## src/common/lsu_defs.svh

```systemverilog
`ifndef LSU_DEFS_SVH
`define LSU_DEFS_SVH

//**********************************************************************
// Datapath widths
//**********************************************************************

// Address and load data width
`define LSU_ADDR_W 32

// Immediate offset carried with a core load/store
`define LSU_OFFSET_W 12

// DMA size code width
`define LSU_DMA_SZ_W 3

//**********************************************************************
// Memory map
//**********************************************************************

// DCCM window of 64 KB
`define LSU_DCCM_BASE 32'hF004_0000
`define LSU_DCCM_SIZE 32'h0001_0000

// PIC register window of 32 KB
`define LSU_PIC_BASE 32'hF00C_0000
`define LSU_PIC_SIZE 32'h0000_8000

`endif

```

## src/common/lsu_pkg.sv

```systemverilog
`default_nettype none

`include "lsu_defs.svh"

package lsu_pkg;

   // Request packet with valid in bit 0
   typedef struct packed {
      logic dword;
      logic word;
      logic half;
      logic by;
      logic load;
      logic store;
      logic unsign;
      logic dma;
      logic valid;
   } lsu_pkt_t;

   // DC3 exception report to the core
   typedef struct packed {
      logic                   exc_valid;
      logic                   inst_type;   // 1 for a store
      logic                   exc_type;    // 0 misaligned, 1 access or bus fault
      logic [`LSU_ADDR_W-1:0] addr;
   } lsu_error_pkt_t;

   // Size code on the DMA port
   typedef enum logic [`LSU_DMA_SZ_W-1:0] {
      BYTE  = 3'd0,
      HALF  = 3'd1,
      WORD  = 3'd2,
      DWORD = 3'd3
   } lsu_dma_size_e;

endpackage

`default_nettype wire

```

## src/common/lsu_map_pkg.sv

```systemverilog
`default_nettype none

package lsu_map_pkg;

   // Region an address falls into
   typedef enum logic [1:0] {
      REG_EXT  = 2'd0,
      REG_DCCM = 2'd1,
      REG_PIC  = 2'd2
   } lsu_region_e;

   // Faults found by the address check
   typedef struct packed {
      logic access;
      logic misaligned;
   } lsu_fault_t;

endpackage

`default_nettype wire

```

## src/design/lsu_req_select.sv

```systemverilog
`default_nettype none

`include "lsu_defs.svh"

module lsu_req_select
   import lsu_pkg::*;
(
   input  logic                     clk,
   input  logic                     rst_n,
   input  logic [`LSU_ADDR_W-1:0]   exu_lsu_rs1_d,
   input  logic [`LSU_OFFSET_W-1:0] dec_lsu_offset_d,
   input  lsu_pkt_t                 lsu_p,
   input  logic                     dma_dccm_req,
   input  logic [`LSU_ADDR_W-1:0]   dma_mem_addr,
   input  lsu_dma_size_e            dma_mem_sz,
   input  logic                     dma_mem_write,
   input  logic                     flush_dc2_up,
   output logic [`LSU_ADDR_W-1:0]   rs1_dc1,
   output logic [`LSU_OFFSET_W-1:0] offset_dc1,
   output lsu_pkt_t                 lsu_pkt_dc1
);

   lsu_pkt_t                 dma_pkt_d;
   lsu_pkt_t                 lsu_pkt_d;
   logic [`LSU_ADDR_W-1:0]   rs1_d;
   logic [`LSU_OFFSET_W-1:0] offset_d;

   // DMA packet from size code and write flag
   always_comb begin
      dma_pkt_d        = '0;
      dma_pkt_d.valid  = dma_dccm_req;
      dma_pkt_d.dma    = 1'b1;
      dma_pkt_d.unsign = 1'b0;
      dma_pkt_d.store  = dma_mem_write;
      dma_pkt_d.load   = ~dma_mem_write;
      dma_pkt_d.by     = (dma_mem_sz == BYTE);
      dma_pkt_d.half   = (dma_mem_sz == HALF);
      dma_pkt_d.word   = (dma_mem_sz == WORD);
      dma_pkt_d.dword  = (dma_mem_sz == DWORD);
   end

   // DMA wins; a flushed core request does not enter DC1
   always_comb begin
      lsu_pkt_d       = dma_dccm_req ? dma_pkt_d : lsu_p;
      lsu_pkt_d.valid = (lsu_p.valid & ~flush_dc2_up) | dma_dccm_req;
   end

   // DMA address is used as is
   assign rs1_d    = dma_dccm_req ? dma_mem_addr : exu_lsu_rs1_d;
   assign offset_d = dec_lsu_offset_d & ~{`LSU_OFFSET_W{dma_dccm_req}};

   // D to DC1 with the payload loaded every cycle
   always_ff @(posedge clk) begin
      rs1_dc1     <= rs1_d;
      offset_dc1  <= offset_d;
      lsu_pkt_dc1 <= lsu_pkt_d;
      if (!rst_n) begin
         lsu_pkt_dc1.valid <= 1'b0;
      end
   end

endmodule

`default_nettype wire

```

## src/design/lsu_addr_decode.sv

```systemverilog
`default_nettype none

`include "lsu_defs.svh"

module lsu_addr_decode
   import lsu_pkg::*;
   import lsu_map_pkg::*;
(
   input  logic [`LSU_ADDR_W-1:0]   rs1_dc1,
   input  logic [`LSU_OFFSET_W-1:0] offset_dc1,
   input  lsu_pkt_t                 lsu_pkt_dc1,
   output logic [`LSU_ADDR_W-1:0]   lsu_addr_dc1,
   output logic [`LSU_ADDR_W-1:0]   end_addr_dc1,
   output lsu_region_e              region_dc1,
   output lsu_fault_t               fault_dc1
);

   logic [2:0]       span_dc1;
   lsu_region_e      end_region_dc1;
   logic             unaligned_dc1;

   // Windows are checked by offset from their base
   function automatic lsu_region_e region_of(input logic [`LSU_ADDR_W-1:0] addr);
      logic [`LSU_ADDR_W-1:0] dccm_off;
      logic [`LSU_ADDR_W-1:0] pic_off;
      dccm_off = addr - `LSU_DCCM_BASE;
      pic_off  = addr - `LSU_PIC_BASE;
      if (dccm_off < `LSU_DCCM_SIZE) begin
         region_of = REG_DCCM;
      end else if (pic_off < `LSU_PIC_SIZE) begin
         region_of = REG_PIC;
      end else begin
         region_of = REG_EXT;
      end
   endfunction

   //********************************************************************
   // Start and end address
   //********************************************************************

   // Last byte of the access lies 0, 1, 3 or 7 past the start
   assign span_dc1 = {lsu_pkt_dc1.dword,
                      lsu_pkt_dc1.dword | lsu_pkt_dc1.word,
                      lsu_pkt_dc1.dword | lsu_pkt_dc1.word | lsu_pkt_dc1.half};

   assign lsu_addr_dc1 = rs1_dc1 +
      {{(`LSU_ADDR_W-`LSU_OFFSET_W){offset_dc1[`LSU_OFFSET_W-1]}}, offset_dc1};
   assign end_addr_dc1 = lsu_addr_dc1 + {{(`LSU_ADDR_W-3){1'b0}}, span_dc1};

   //********************************************************************
   // Region and faults
   //********************************************************************

   assign region_dc1     = region_of(lsu_addr_dc1);
   assign end_region_dc1 = region_of(end_addr_dc1);

   assign unaligned_dc1 = (lsu_pkt_dc1.half  & lsu_addr_dc1[0])       |
                          (lsu_pkt_dc1.word  & (|lsu_addr_dc1[1:0])) |
                          (lsu_pkt_dc1.dword & (|lsu_addr_dc1[2:0]));

   // Crossing a window edge, or PIC touched with anything but a word
   assign fault_dc1.access = (end_region_dc1 != region_dc1) |
                             ((region_dc1 == REG_PIC) & ~lsu_pkt_dc1.word);

   // DCCM handles unaligned accesses itself
   assign fault_dc1.misaligned = unaligned_dc1 & (region_dc1 != REG_DCCM);

endmodule

`default_nettype wire

```

## src/lsu_pipe/lsu_pipe.sv

```systemverilog
`default_nettype none

`include "lsu_defs.svh"

module lsu_pipe
   import lsu_pkg::*;
   import lsu_map_pkg::*;
(
   input  logic                   clk,
   input  logic                   rst_n,
   input  lsu_pkt_t               lsu_pkt_dc1,
   input  logic [`LSU_ADDR_W-1:0] lsu_addr_dc1,
   input  logic [`LSU_ADDR_W-1:0] end_addr_dc1,
   input  lsu_region_e            region_dc1,
   input  lsu_fault_t             fault_dc1,
   input  logic                   flush_dc2_up,
   input  logic                   flush_dc3,
   input  logic                   flush_dc4,
   input  logic                   flush_dc5,
   input  logic                   ld_bus_error_dc3,
   output lsu_pkt_t               lsu_pkt_dc3,
   output logic [`LSU_ADDR_W-1:0] lsu_addr_dc3,
   output logic [`LSU_ADDR_W-1:0] end_addr_dc3,
   output lsu_region_e            region_dc3,
   output logic                   lsu_exc_dc2,
   output lsu_error_pkt_t         lsu_error_pkt_dc3,
   output logic                   lsu_commit_dc5,
   output logic [`LSU_ADDR_W-1:0] lsu_addr_dc5
);

   lsu_pkt_t               lsu_pkt_dc2;
   lsu_pkt_t               lsu_pkt_dc4;
   lsu_pkt_t               lsu_pkt_dc5;
   logic                   valid_dc2_in;
   logic                   valid_dc3_in;
   logic                   valid_dc4_in;
   logic                   valid_dc5_in;
   logic [`LSU_ADDR_W-1:0] lsu_addr_dc2;
   logic [`LSU_ADDR_W-1:0] lsu_addr_dc4;
   logic [`LSU_ADDR_W-1:0] end_addr_dc2;
   lsu_region_e            region_dc2;
   lsu_fault_t             fault_dc2;
   lsu_fault_t             fault_dc3;

   // Flushes never kill a DMA packet
   assign valid_dc2_in = lsu_pkt_dc1.valid & ~(flush_dc2_up & ~lsu_pkt_dc1.dma);
   assign valid_dc3_in = lsu_pkt_dc2.valid & ~(flush_dc2_up & ~lsu_pkt_dc2.dma);
   assign valid_dc4_in = lsu_pkt_dc3.valid & ~(flush_dc3 & ~lsu_pkt_dc3.dma);
   assign valid_dc5_in = lsu_pkt_dc4.valid & ~(flush_dc4 & ~lsu_pkt_dc4.dma);

   //********************************************************************
   // Stage registers DC2 to DC5
   //********************************************************************

   always_ff @(posedge clk) begin
      lsu_pkt_dc2       <= lsu_pkt_dc1;
      lsu_pkt_dc3       <= lsu_pkt_dc2;
      lsu_pkt_dc4       <= lsu_pkt_dc3;
      lsu_pkt_dc5       <= lsu_pkt_dc4;
      lsu_pkt_dc2.valid <= valid_dc2_in;
      lsu_pkt_dc3.valid <= valid_dc3_in;
      lsu_pkt_dc4.valid <= valid_dc4_in;
      lsu_pkt_dc5.valid <= valid_dc5_in;
      lsu_addr_dc2      <= lsu_addr_dc1;
      lsu_addr_dc3      <= lsu_addr_dc2;
      lsu_addr_dc4      <= lsu_addr_dc3;
      lsu_addr_dc5      <= lsu_addr_dc4;
      end_addr_dc2      <= end_addr_dc1;
      end_addr_dc3      <= end_addr_dc2;
      region_dc2        <= region_dc1;
      region_dc3        <= region_dc2;
      fault_dc2         <= fault_dc1;
      fault_dc3         <= fault_dc2;
      if (!rst_n) begin
         lsu_pkt_dc2.valid <= 1'b0;
         lsu_pkt_dc3.valid <= 1'b0;
         lsu_pkt_dc4.valid <= 1'b0;
         lsu_pkt_dc5.valid <= 1'b0;
         fault_dc2         <= '0;
         fault_dc3         <= '0;
      end
   end

   //********************************************************************
   // Exceptions and commit
   //********************************************************************

   assign lsu_exc_dc2 = fault_dc2.access | fault_dc2.misaligned;

   assign lsu_error_pkt_dc3.exc_valid =
      (fault_dc3.access | fault_dc3.misaligned | ld_bus_error_dc3) &
      lsu_pkt_dc3.valid & ~lsu_pkt_dc3.dma & ~flush_dc3;
   assign lsu_error_pkt_dc3.inst_type = lsu_pkt_dc3.store;
   // Bus errors report as access faults
   assign lsu_error_pkt_dc3.exc_type  = ~fault_dc3.misaligned;
   assign lsu_error_pkt_dc3.addr      = lsu_addr_dc3;

   // DMA traffic is not retired by the core
   assign lsu_commit_dc5 = lsu_pkt_dc5.valid & (lsu_pkt_dc5.load | lsu_pkt_dc5.store) &
                           ~lsu_pkt_dc5.dma & ~flush_dc5;

endmodule

`default_nettype wire

```

## src/design/lsu_load_format.sv

```systemverilog
`default_nettype none

`include "lsu_defs.svh"

module lsu_load_format
   import lsu_pkg::*;
   import lsu_map_pkg::*;
(
   input  lsu_pkt_t               lsu_pkt_dc3,
   input  lsu_region_e            region_dc3,
   input  logic [`LSU_ADDR_W-1:0] lsu_ld_data_dc3,
   input  logic [`LSU_ADDR_W-1:0] bus_read_data_dc3,
   output logic [`LSU_ADDR_W-1:0] lsu_result_dc3
);

   logic [`LSU_ADDR_W-1:0] ld_data_fn_dc3;

   // External loads come back over the bus
   assign ld_data_fn_dc3 = (region_dc3 == REG_EXT) ? bus_read_data_dc3 : lsu_ld_data_dc3;

   always_comb begin
      if (lsu_pkt_dc3.by) begin
         lsu_result_dc3 = {{24{ld_data_fn_dc3[7] & ~lsu_pkt_dc3.unsign}},
                           ld_data_fn_dc3[7:0]};
      end else if (lsu_pkt_dc3.half) begin
         lsu_result_dc3 = {{16{ld_data_fn_dc3[15] & ~lsu_pkt_dc3.unsign}},
                           ld_data_fn_dc3[15:0]};
      end else if (lsu_pkt_dc3.word) begin
         lsu_result_dc3 = ld_data_fn_dc3;
      end else begin
         // No 64-bit result path so dword reads as zero
         lsu_result_dc3 = '0;
      end
   end

endmodule

`default_nettype wire

```

## src/design/lsu_ctl_top.sv

```systemverilog
`default_nettype none

`include "lsu_defs.svh"

module lsu_ctl_top
   import lsu_pkg::*;
   import lsu_map_pkg::*;
(
   input  logic                     clk,
   input  logic                     rst_n,
   input  logic [`LSU_ADDR_W-1:0]   exu_lsu_rs1_d,
   input  logic [`LSU_OFFSET_W-1:0] dec_lsu_offset_d,
   input  lsu_pkt_t                 lsu_p,
   input  logic                     dma_dccm_req,
   input  logic [`LSU_ADDR_W-1:0]   dma_mem_addr,
   input  lsu_dma_size_e            dma_mem_sz,
   input  logic                     dma_mem_write,
   input  logic                     flush_dc2_up,
   input  logic                     flush_dc3,
   input  logic                     flush_dc4,
   input  logic                     flush_dc5,
   input  logic [`LSU_ADDR_W-1:0]   lsu_ld_data_dc3,
   input  logic [`LSU_ADDR_W-1:0]   bus_read_data_dc3,
   input  logic                     ld_bus_error_dc3,
   output logic [`LSU_ADDR_W-1:0]   lsu_result_dc3,
   output lsu_error_pkt_t           lsu_error_pkt_dc3,
   output logic [`LSU_ADDR_W-1:0]   lsu_addr_dc3,
   output logic [`LSU_ADDR_W-1:0]   end_addr_dc3,
   output logic                     addr_in_dccm_dc3,
   output logic                     addr_in_pic_dc3,
   output logic                     addr_external_dc3,
   output logic                     lsu_exc_dc2,
   output logic                     lsu_commit_dc5,
   output logic [`LSU_ADDR_W-1:0]   lsu_addr_dc5
);

   logic [`LSU_ADDR_W-1:0]   rs1_dc1;
   logic [`LSU_OFFSET_W-1:0] offset_dc1;
   lsu_pkt_t                 lsu_pkt_dc1;
   lsu_pkt_t                 lsu_pkt_dc3;
   logic [`LSU_ADDR_W-1:0]   lsu_addr_dc1;
   logic [`LSU_ADDR_W-1:0]   end_addr_dc1;
   lsu_region_e              region_dc1;
   lsu_region_e              region_dc3;
   lsu_fault_t               fault_dc1;

   lsu_req_select u_lsu_req_select (
      .clk              (clk),
      .rst_n            (rst_n),
      .exu_lsu_rs1_d    (exu_lsu_rs1_d),
      .dec_lsu_offset_d (dec_lsu_offset_d),
      .lsu_p            (lsu_p),
      .dma_dccm_req     (dma_dccm_req),
      .dma_mem_addr     (dma_mem_addr),
      .dma_mem_sz       (dma_mem_sz),
      .dma_mem_write    (dma_mem_write),
      .flush_dc2_up     (flush_dc2_up),
      .rs1_dc1          (rs1_dc1),
      .offset_dc1       (offset_dc1),
      .lsu_pkt_dc1      (lsu_pkt_dc1)
   );

   lsu_addr_decode u_lsu_addr_decode (
      .rs1_dc1      (rs1_dc1),
      .offset_dc1   (offset_dc1),
      .lsu_pkt_dc1  (lsu_pkt_dc1),
      .lsu_addr_dc1 (lsu_addr_dc1),
      .end_addr_dc1 (end_addr_dc1),
      .region_dc1   (region_dc1),
      .fault_dc1    (fault_dc1)
   );

   lsu_pipe u_lsu_pipe (
      .clk               (clk),
      .rst_n             (rst_n),
      .lsu_pkt_dc1       (lsu_pkt_dc1),
      .lsu_addr_dc1      (lsu_addr_dc1),
      .end_addr_dc1      (end_addr_dc1),
      .region_dc1        (region_dc1),
      .fault_dc1         (fault_dc1),
      .flush_dc2_up      (flush_dc2_up),
      .flush_dc3         (flush_dc3),
      .flush_dc4         (flush_dc4),
      .flush_dc5         (flush_dc5),
      .ld_bus_error_dc3  (ld_bus_error_dc3),
      .lsu_pkt_dc3       (lsu_pkt_dc3),
      .lsu_addr_dc3      (lsu_addr_dc3),
      .end_addr_dc3      (end_addr_dc3),
      .region_dc3        (region_dc3),
      .lsu_exc_dc2       (lsu_exc_dc2),
      .lsu_error_pkt_dc3 (lsu_error_pkt_dc3),
      .lsu_commit_dc5    (lsu_commit_dc5),
      .lsu_addr_dc5      (lsu_addr_dc5)
   );

   lsu_load_format u_lsu_load_format (
      .lsu_pkt_dc3       (lsu_pkt_dc3),
      .region_dc3        (region_dc3),
      .lsu_ld_data_dc3   (lsu_ld_data_dc3),
      .bus_read_data_dc3 (bus_read_data_dc3),
      .lsu_result_dc3    (lsu_result_dc3)
   );

   // One-hot region flags for the DC3 consumers
   assign addr_in_dccm_dc3  = (region_dc3 == REG_DCCM);
   assign addr_in_pic_dc3   = (region_dc3 == REG_PIC);
   assign addr_external_dc3 = (region_dc3 == REG_EXT);

endmodule

`default_nettype wire

```

## config.mk

```make
export PLATFORM = sky130hd
export DESIGN_NAME = lsu_ctl_top
export DESIGN_NICKNAME = d
export VERILOG_FILES = /design/src/common/lsu_pkg.sv /design/src/common/lsu_map_pkg.sv /design/src/design/lsu_req_select.sv /design/src/design/lsu_addr_decode.sv /design/src/lsu_pipe/lsu_pipe.sv /design/src/design/lsu_load_format.sv /design/src/design/lsu_ctl_top.sv
export VERILOG_INCLUDE_DIRS = /design/src /design/src/common
export SDC_FILE = /design/constraint.sdc
export NUM_CORES = 1
export LEC_CHECK = 0
export ABC_CLOCK_PERIOD_IN_PS = 4800
export BUFFER_PORTS_ARGS = -buffer_cell sky130_fd_sc_hd__buf_2
export CAP_MARGIN = 20
export CELL_PAD_IN_SITES_DETAIL_PLACEMENT = 1
export CELL_PAD_IN_SITES_GLOBAL_PLACEMENT = 2
export CORE_MARGIN = 4
export CORE_UTILIZATION = 28
export DETAILED_ROUTE_END_ITERATION = 6
export MAX_ROUTING_LAYER = met4
export PLACE_DENSITY = 0.74
export SYNTH_ARGS = -nofsm -noshare
export SYNTH_HDL_FRONTEND = slang
export SYNTH_SLANG_ARGS = --single-unit
```

## constraint.sdc

```tcl
create_clock -name clk -period 4.8 [get_ports clk]
set_input_delay 0.96 -clock clk [delete_from_list [all_inputs] [get_ports clk]]
set_output_delay 0.96 -clock clk [all_outputs]
set_load 0.02 [all_outputs]
```

==> metrics.cfg <==
[sta]
period_share_pct=95.9
tightestPinTransition_ps=626
maxSlewHeadroom_pct=58.3
timing.setup.tns_ps=0
finalHoldViolations=0
clock_skew_ps=21.9
final_max_slew_viol_count=0
period_minus_slack_ps=4600
holdWs_ps=325
timing.fmax_ghz=0.217
setup_viol_count_final=0
setup_ws_ps=197
rsz0062_at_grt=false

[setup_path]
reg2reg_from=u_lsu_req_select.rs1_dc1[0]
crit_path_end_kind=flip-flop
critPathSlowestCell=fa_2
worstPathRequired_ps=5280
r2r_end=u_lsu_pipe.fault_dc2[1]
crit_start=u_lsu_req_select.rs1_dc1[0]
r2r_cells=15
reg2reg_slack_ps=200
critical_path_class=reg2reg
setup.worst_path.end=u_lsu_pipe.fault_dc2[1]
crit_fanout=4
cp-start-kind=flip-flop
crit_chain=ha_1 -> fa_2 -> inv_1 -> fa_1 -> inv_1 -> a21oi_1 -> nor3_1 -> and2_4 -> nand4_4 -> or4b_4 -> o21a_1 -> nor2_2 -> or4b_1 -> or4_1 -> a31oi_1
critPathMaxStageDelay_ps=590
crit_arrival_ps=5090
crit_top_cell=inv_1

[grt]
grt-ovfl-total=0
grt_pass1_wl_um=51100
grt_pass1_vias=8821
grt_max_degree=31
antenna_found_initial=2
track_usage_pct=16.0

[logic_synthesis]
ys_types=89
synthFlopType=dfxtp_1
async_reset_ff_share_pct=0
synth_area_leader_cell=dfxtp_1
ys_seq_area_share_pct=52.4
synth_common_cells=dfxtp_1, nand2_1, a21oi_1
yosysMostFrequentCell=dfxtp_1
synth-edff-count=0
synth-warning-count=0
synthesis.area_um2=10600
ys_ff_latch=277
synth_top_area_share_pct=52.4
synth_area_leaders=dfxtp_1, ha_1, nand2_1
synth_area_per_cell_um2=10.2
synth_cells=1034
synth_fp_nets=1231

[clocking]
cts_tree=yes
htreeDepth=1
cts_made_buffers=29
clkTransAtPathRegs_ps=60
ctsRootBufferMaster=clkbuf_16
clkLatencyLatePin_ps=560
cts.sinks=277
cts.path.max_buffers=3

[drt]
dr.pass1.iters=4
wl_met1_um=14100
wl_met2_um=16900
drt-wirelength-per-cell_um=17.7
dr_wl_met3_um=1760
ant_nets=0
highest-signal-layer=met4
drc=0
vias=8500
via_per_inst=4.53
wl_um=33200
drt_iter0_markers=309

[die]
dieArea_um2=40900
initial_core_util_pct=28.6
core-area_um2=37000
fp.dieH_um=202
die_x_um=202
row_count=70
pin_count=329

[power_and_ir_drop]
ir_worst_vdd_v=0.000208
power.internal_uw=4780
clockPowerShare_pct=34.8
p_sw_share_pct=30.8
leakagePower_uw=0.00628
seqPwrFrac_pct=42.1
p_comb_share_pct=23.2
cellPowerDensity_nw_per_um2=503
p_switching_uw=2130

[final_layout]
multi_input_area_um2=4490
seqCellArea_um2=5550
finalNetCount=1544
fin_util_pct=37.1
area_delta_synth_final_pct=29.7
num-fill-cells=4298
layout-drive-gt1-share_pct=35.8

[worst_hold_path]
hold_path_class=reg2reg
min_path_cells=0

[placement]
hpwl_um=27100
pre_cts_slack_ps=92.2
gp_congestion=0.826
port_buffers=328

[run_status]
status=finished, final reports clean

[flow_run]
cap_viol_max_count=0

-- metrics by stage --
| stage | instances | area (um2) | power, uW |
|---|---|---|---|
| final | 1876 | 13700 | 6900 |
| after CTS | 1869 | 13600 | 7010 |
| after detailed placement | 1815 | 12600 | 4560 |
| after global routing | 1876 | 13700 | 7270 |
| after floorplan | 1034 | 10600 | 3960 |
| after global placement | 1815 | 12600 | 4530 |
-- cell type report --
type / count / area share, %
multi-input cells: 646 / 32.7
flip-flops and latches: 277 / 40.4
clock buffers: 37 / 5.87
clock inverters: 17 / 1.81
well taps: 504 / 4.60
diodes: 2 / 0.0365
inverters: 37 / 1.01
repair buffers: 356 / 13.5
-- cells by family after synthesis --
| group | count (synthesis) | share of synthesized area (%) |
|---|---|---|
| xor+xnor | 43 | 3.77 |
| flops | 277 | 52.4 |
| compound gates | 220 | 14.2 |
| buf+inv | 111 | 5.43 |
| mux | 46 | 4.74 |
| fa+ha+maj | 36 | 4.40 |
| simple gates | 301 | 15.0 |
-- timing repair --
| action | CTS | global route |
|---|---|---|
| resized for setup | 0 | 13 |
| hold buffers | 0 | 0 |
| setup endpoints to repair | 0 | 1 |
| setup buffers | 0 | 4 |
-- state kept, by name (all words and copies together) (netlist names), 4 cells and up --
name,count
u_lsu_pipe.end_addr_dc2,32
u_lsu_pipe.end_addr_dc3,32
u_lsu_pipe.lsu_addr_dc2,32
u_lsu_pipe.lsu_addr_dc3,32
u_lsu_pipe.lsu_addr_dc4,32
u_lsu_pipe.lsu_addr_dc5,32
u_lsu_pipe.lsu_pkt_dc2,8
u_lsu_pipe.lsu_pkt_dc3,7
u_lsu_pipe.lsu_pkt_dc4,4
u_lsu_pipe.lsu_pkt_dc5,4
u_lsu_req_select.lsu_pkt_dc1,9
u_lsu_req_select.offset_dc1,12
u_lsu_req_select.rs1_dc1,32
-- worst min-delay path by stage --
| stage | from | end | slack [ps] |
|---|---|---|---|
| after global routing | u_lsu_pipe.lsu_addr_dc2[11] | u_lsu_pipe.lsu_addr_dc3[11] | 330 |
| after CTS | u_lsu_pipe.lsu_addr_dc4[11] | u_lsu_pipe.lsu_addr_dc5[11] | 320 |
| after detailed placement | u_lsu_pipe.end_addr_dc2[10] | u_lsu_pipe.end_addr_dc3[10] | 310 |
| after global placement | u_lsu_pipe.lsu_pkt_dc4[3] | u_lsu_pipe.lsu_pkt_dc5[3] | 310 |
| after floorplan | u_lsu_pipe.end_addr_dc2[0] | u_lsu_pipe.end_addr_dc3[0] | 310 |
| final | u_lsu_pipe.lsu_pkt_dc4[3] | u_lsu_pipe.lsu_pkt_dc5[3] | 320 |
-- critical path: cells and delay by family (launching register included) --
kind            cells  cell delay, ps
fa+ha+maj           3            1280
buf+inv             2             140
flops               1             300
simple gates        7            2330
compound gates      3             490
-- routing by layer --
layer	GRT usage [%]	vias up
li1	-	4219
met1	19.0	3999
met2	28.7	250
met3	2.86	32
met4	3.27	0
met5	-	-
-- power by group through the flow --
stage                     Clock (uW)  Combinational (uW)  Sequential (uW)
after floorplan                    0                 806             3150
after global placement             0                1590             2950
after detailed placement           0                1600             2970
after CTS                       2480                1610             2920
after global routing            2590                1720             2960
final                           2400                1600             2900
-- cells in the final DEF (no fill, tap or decap), types with 7 or more instances in the layout --
cell       netlist  layout
a21oi_1         65      63
buf_2            9     329
clkbuf_16        0      29
inv_1           35      35
and2_1          16      15
buf_4           35      26
a211oi_1         9       9
nor3_1          23      23
nand4_1         11      11
nor4_1           8       8
xnor2_1         28      28
mux2i_1         13      13
xor2_1          12      12
a21o_1          11      11
nor2_1          35      35
dfxtp_1        277     276
nor2b_1         23      23
nand2_1        108     108
a31oi_1          7       7
o21ai_1          9       9
o211ai_1         8       8
ha_1            34      34
nand3_1         22      22
mux2_2          33      33
o21ai_0         42      42
(Power assumes the default switching activity.)
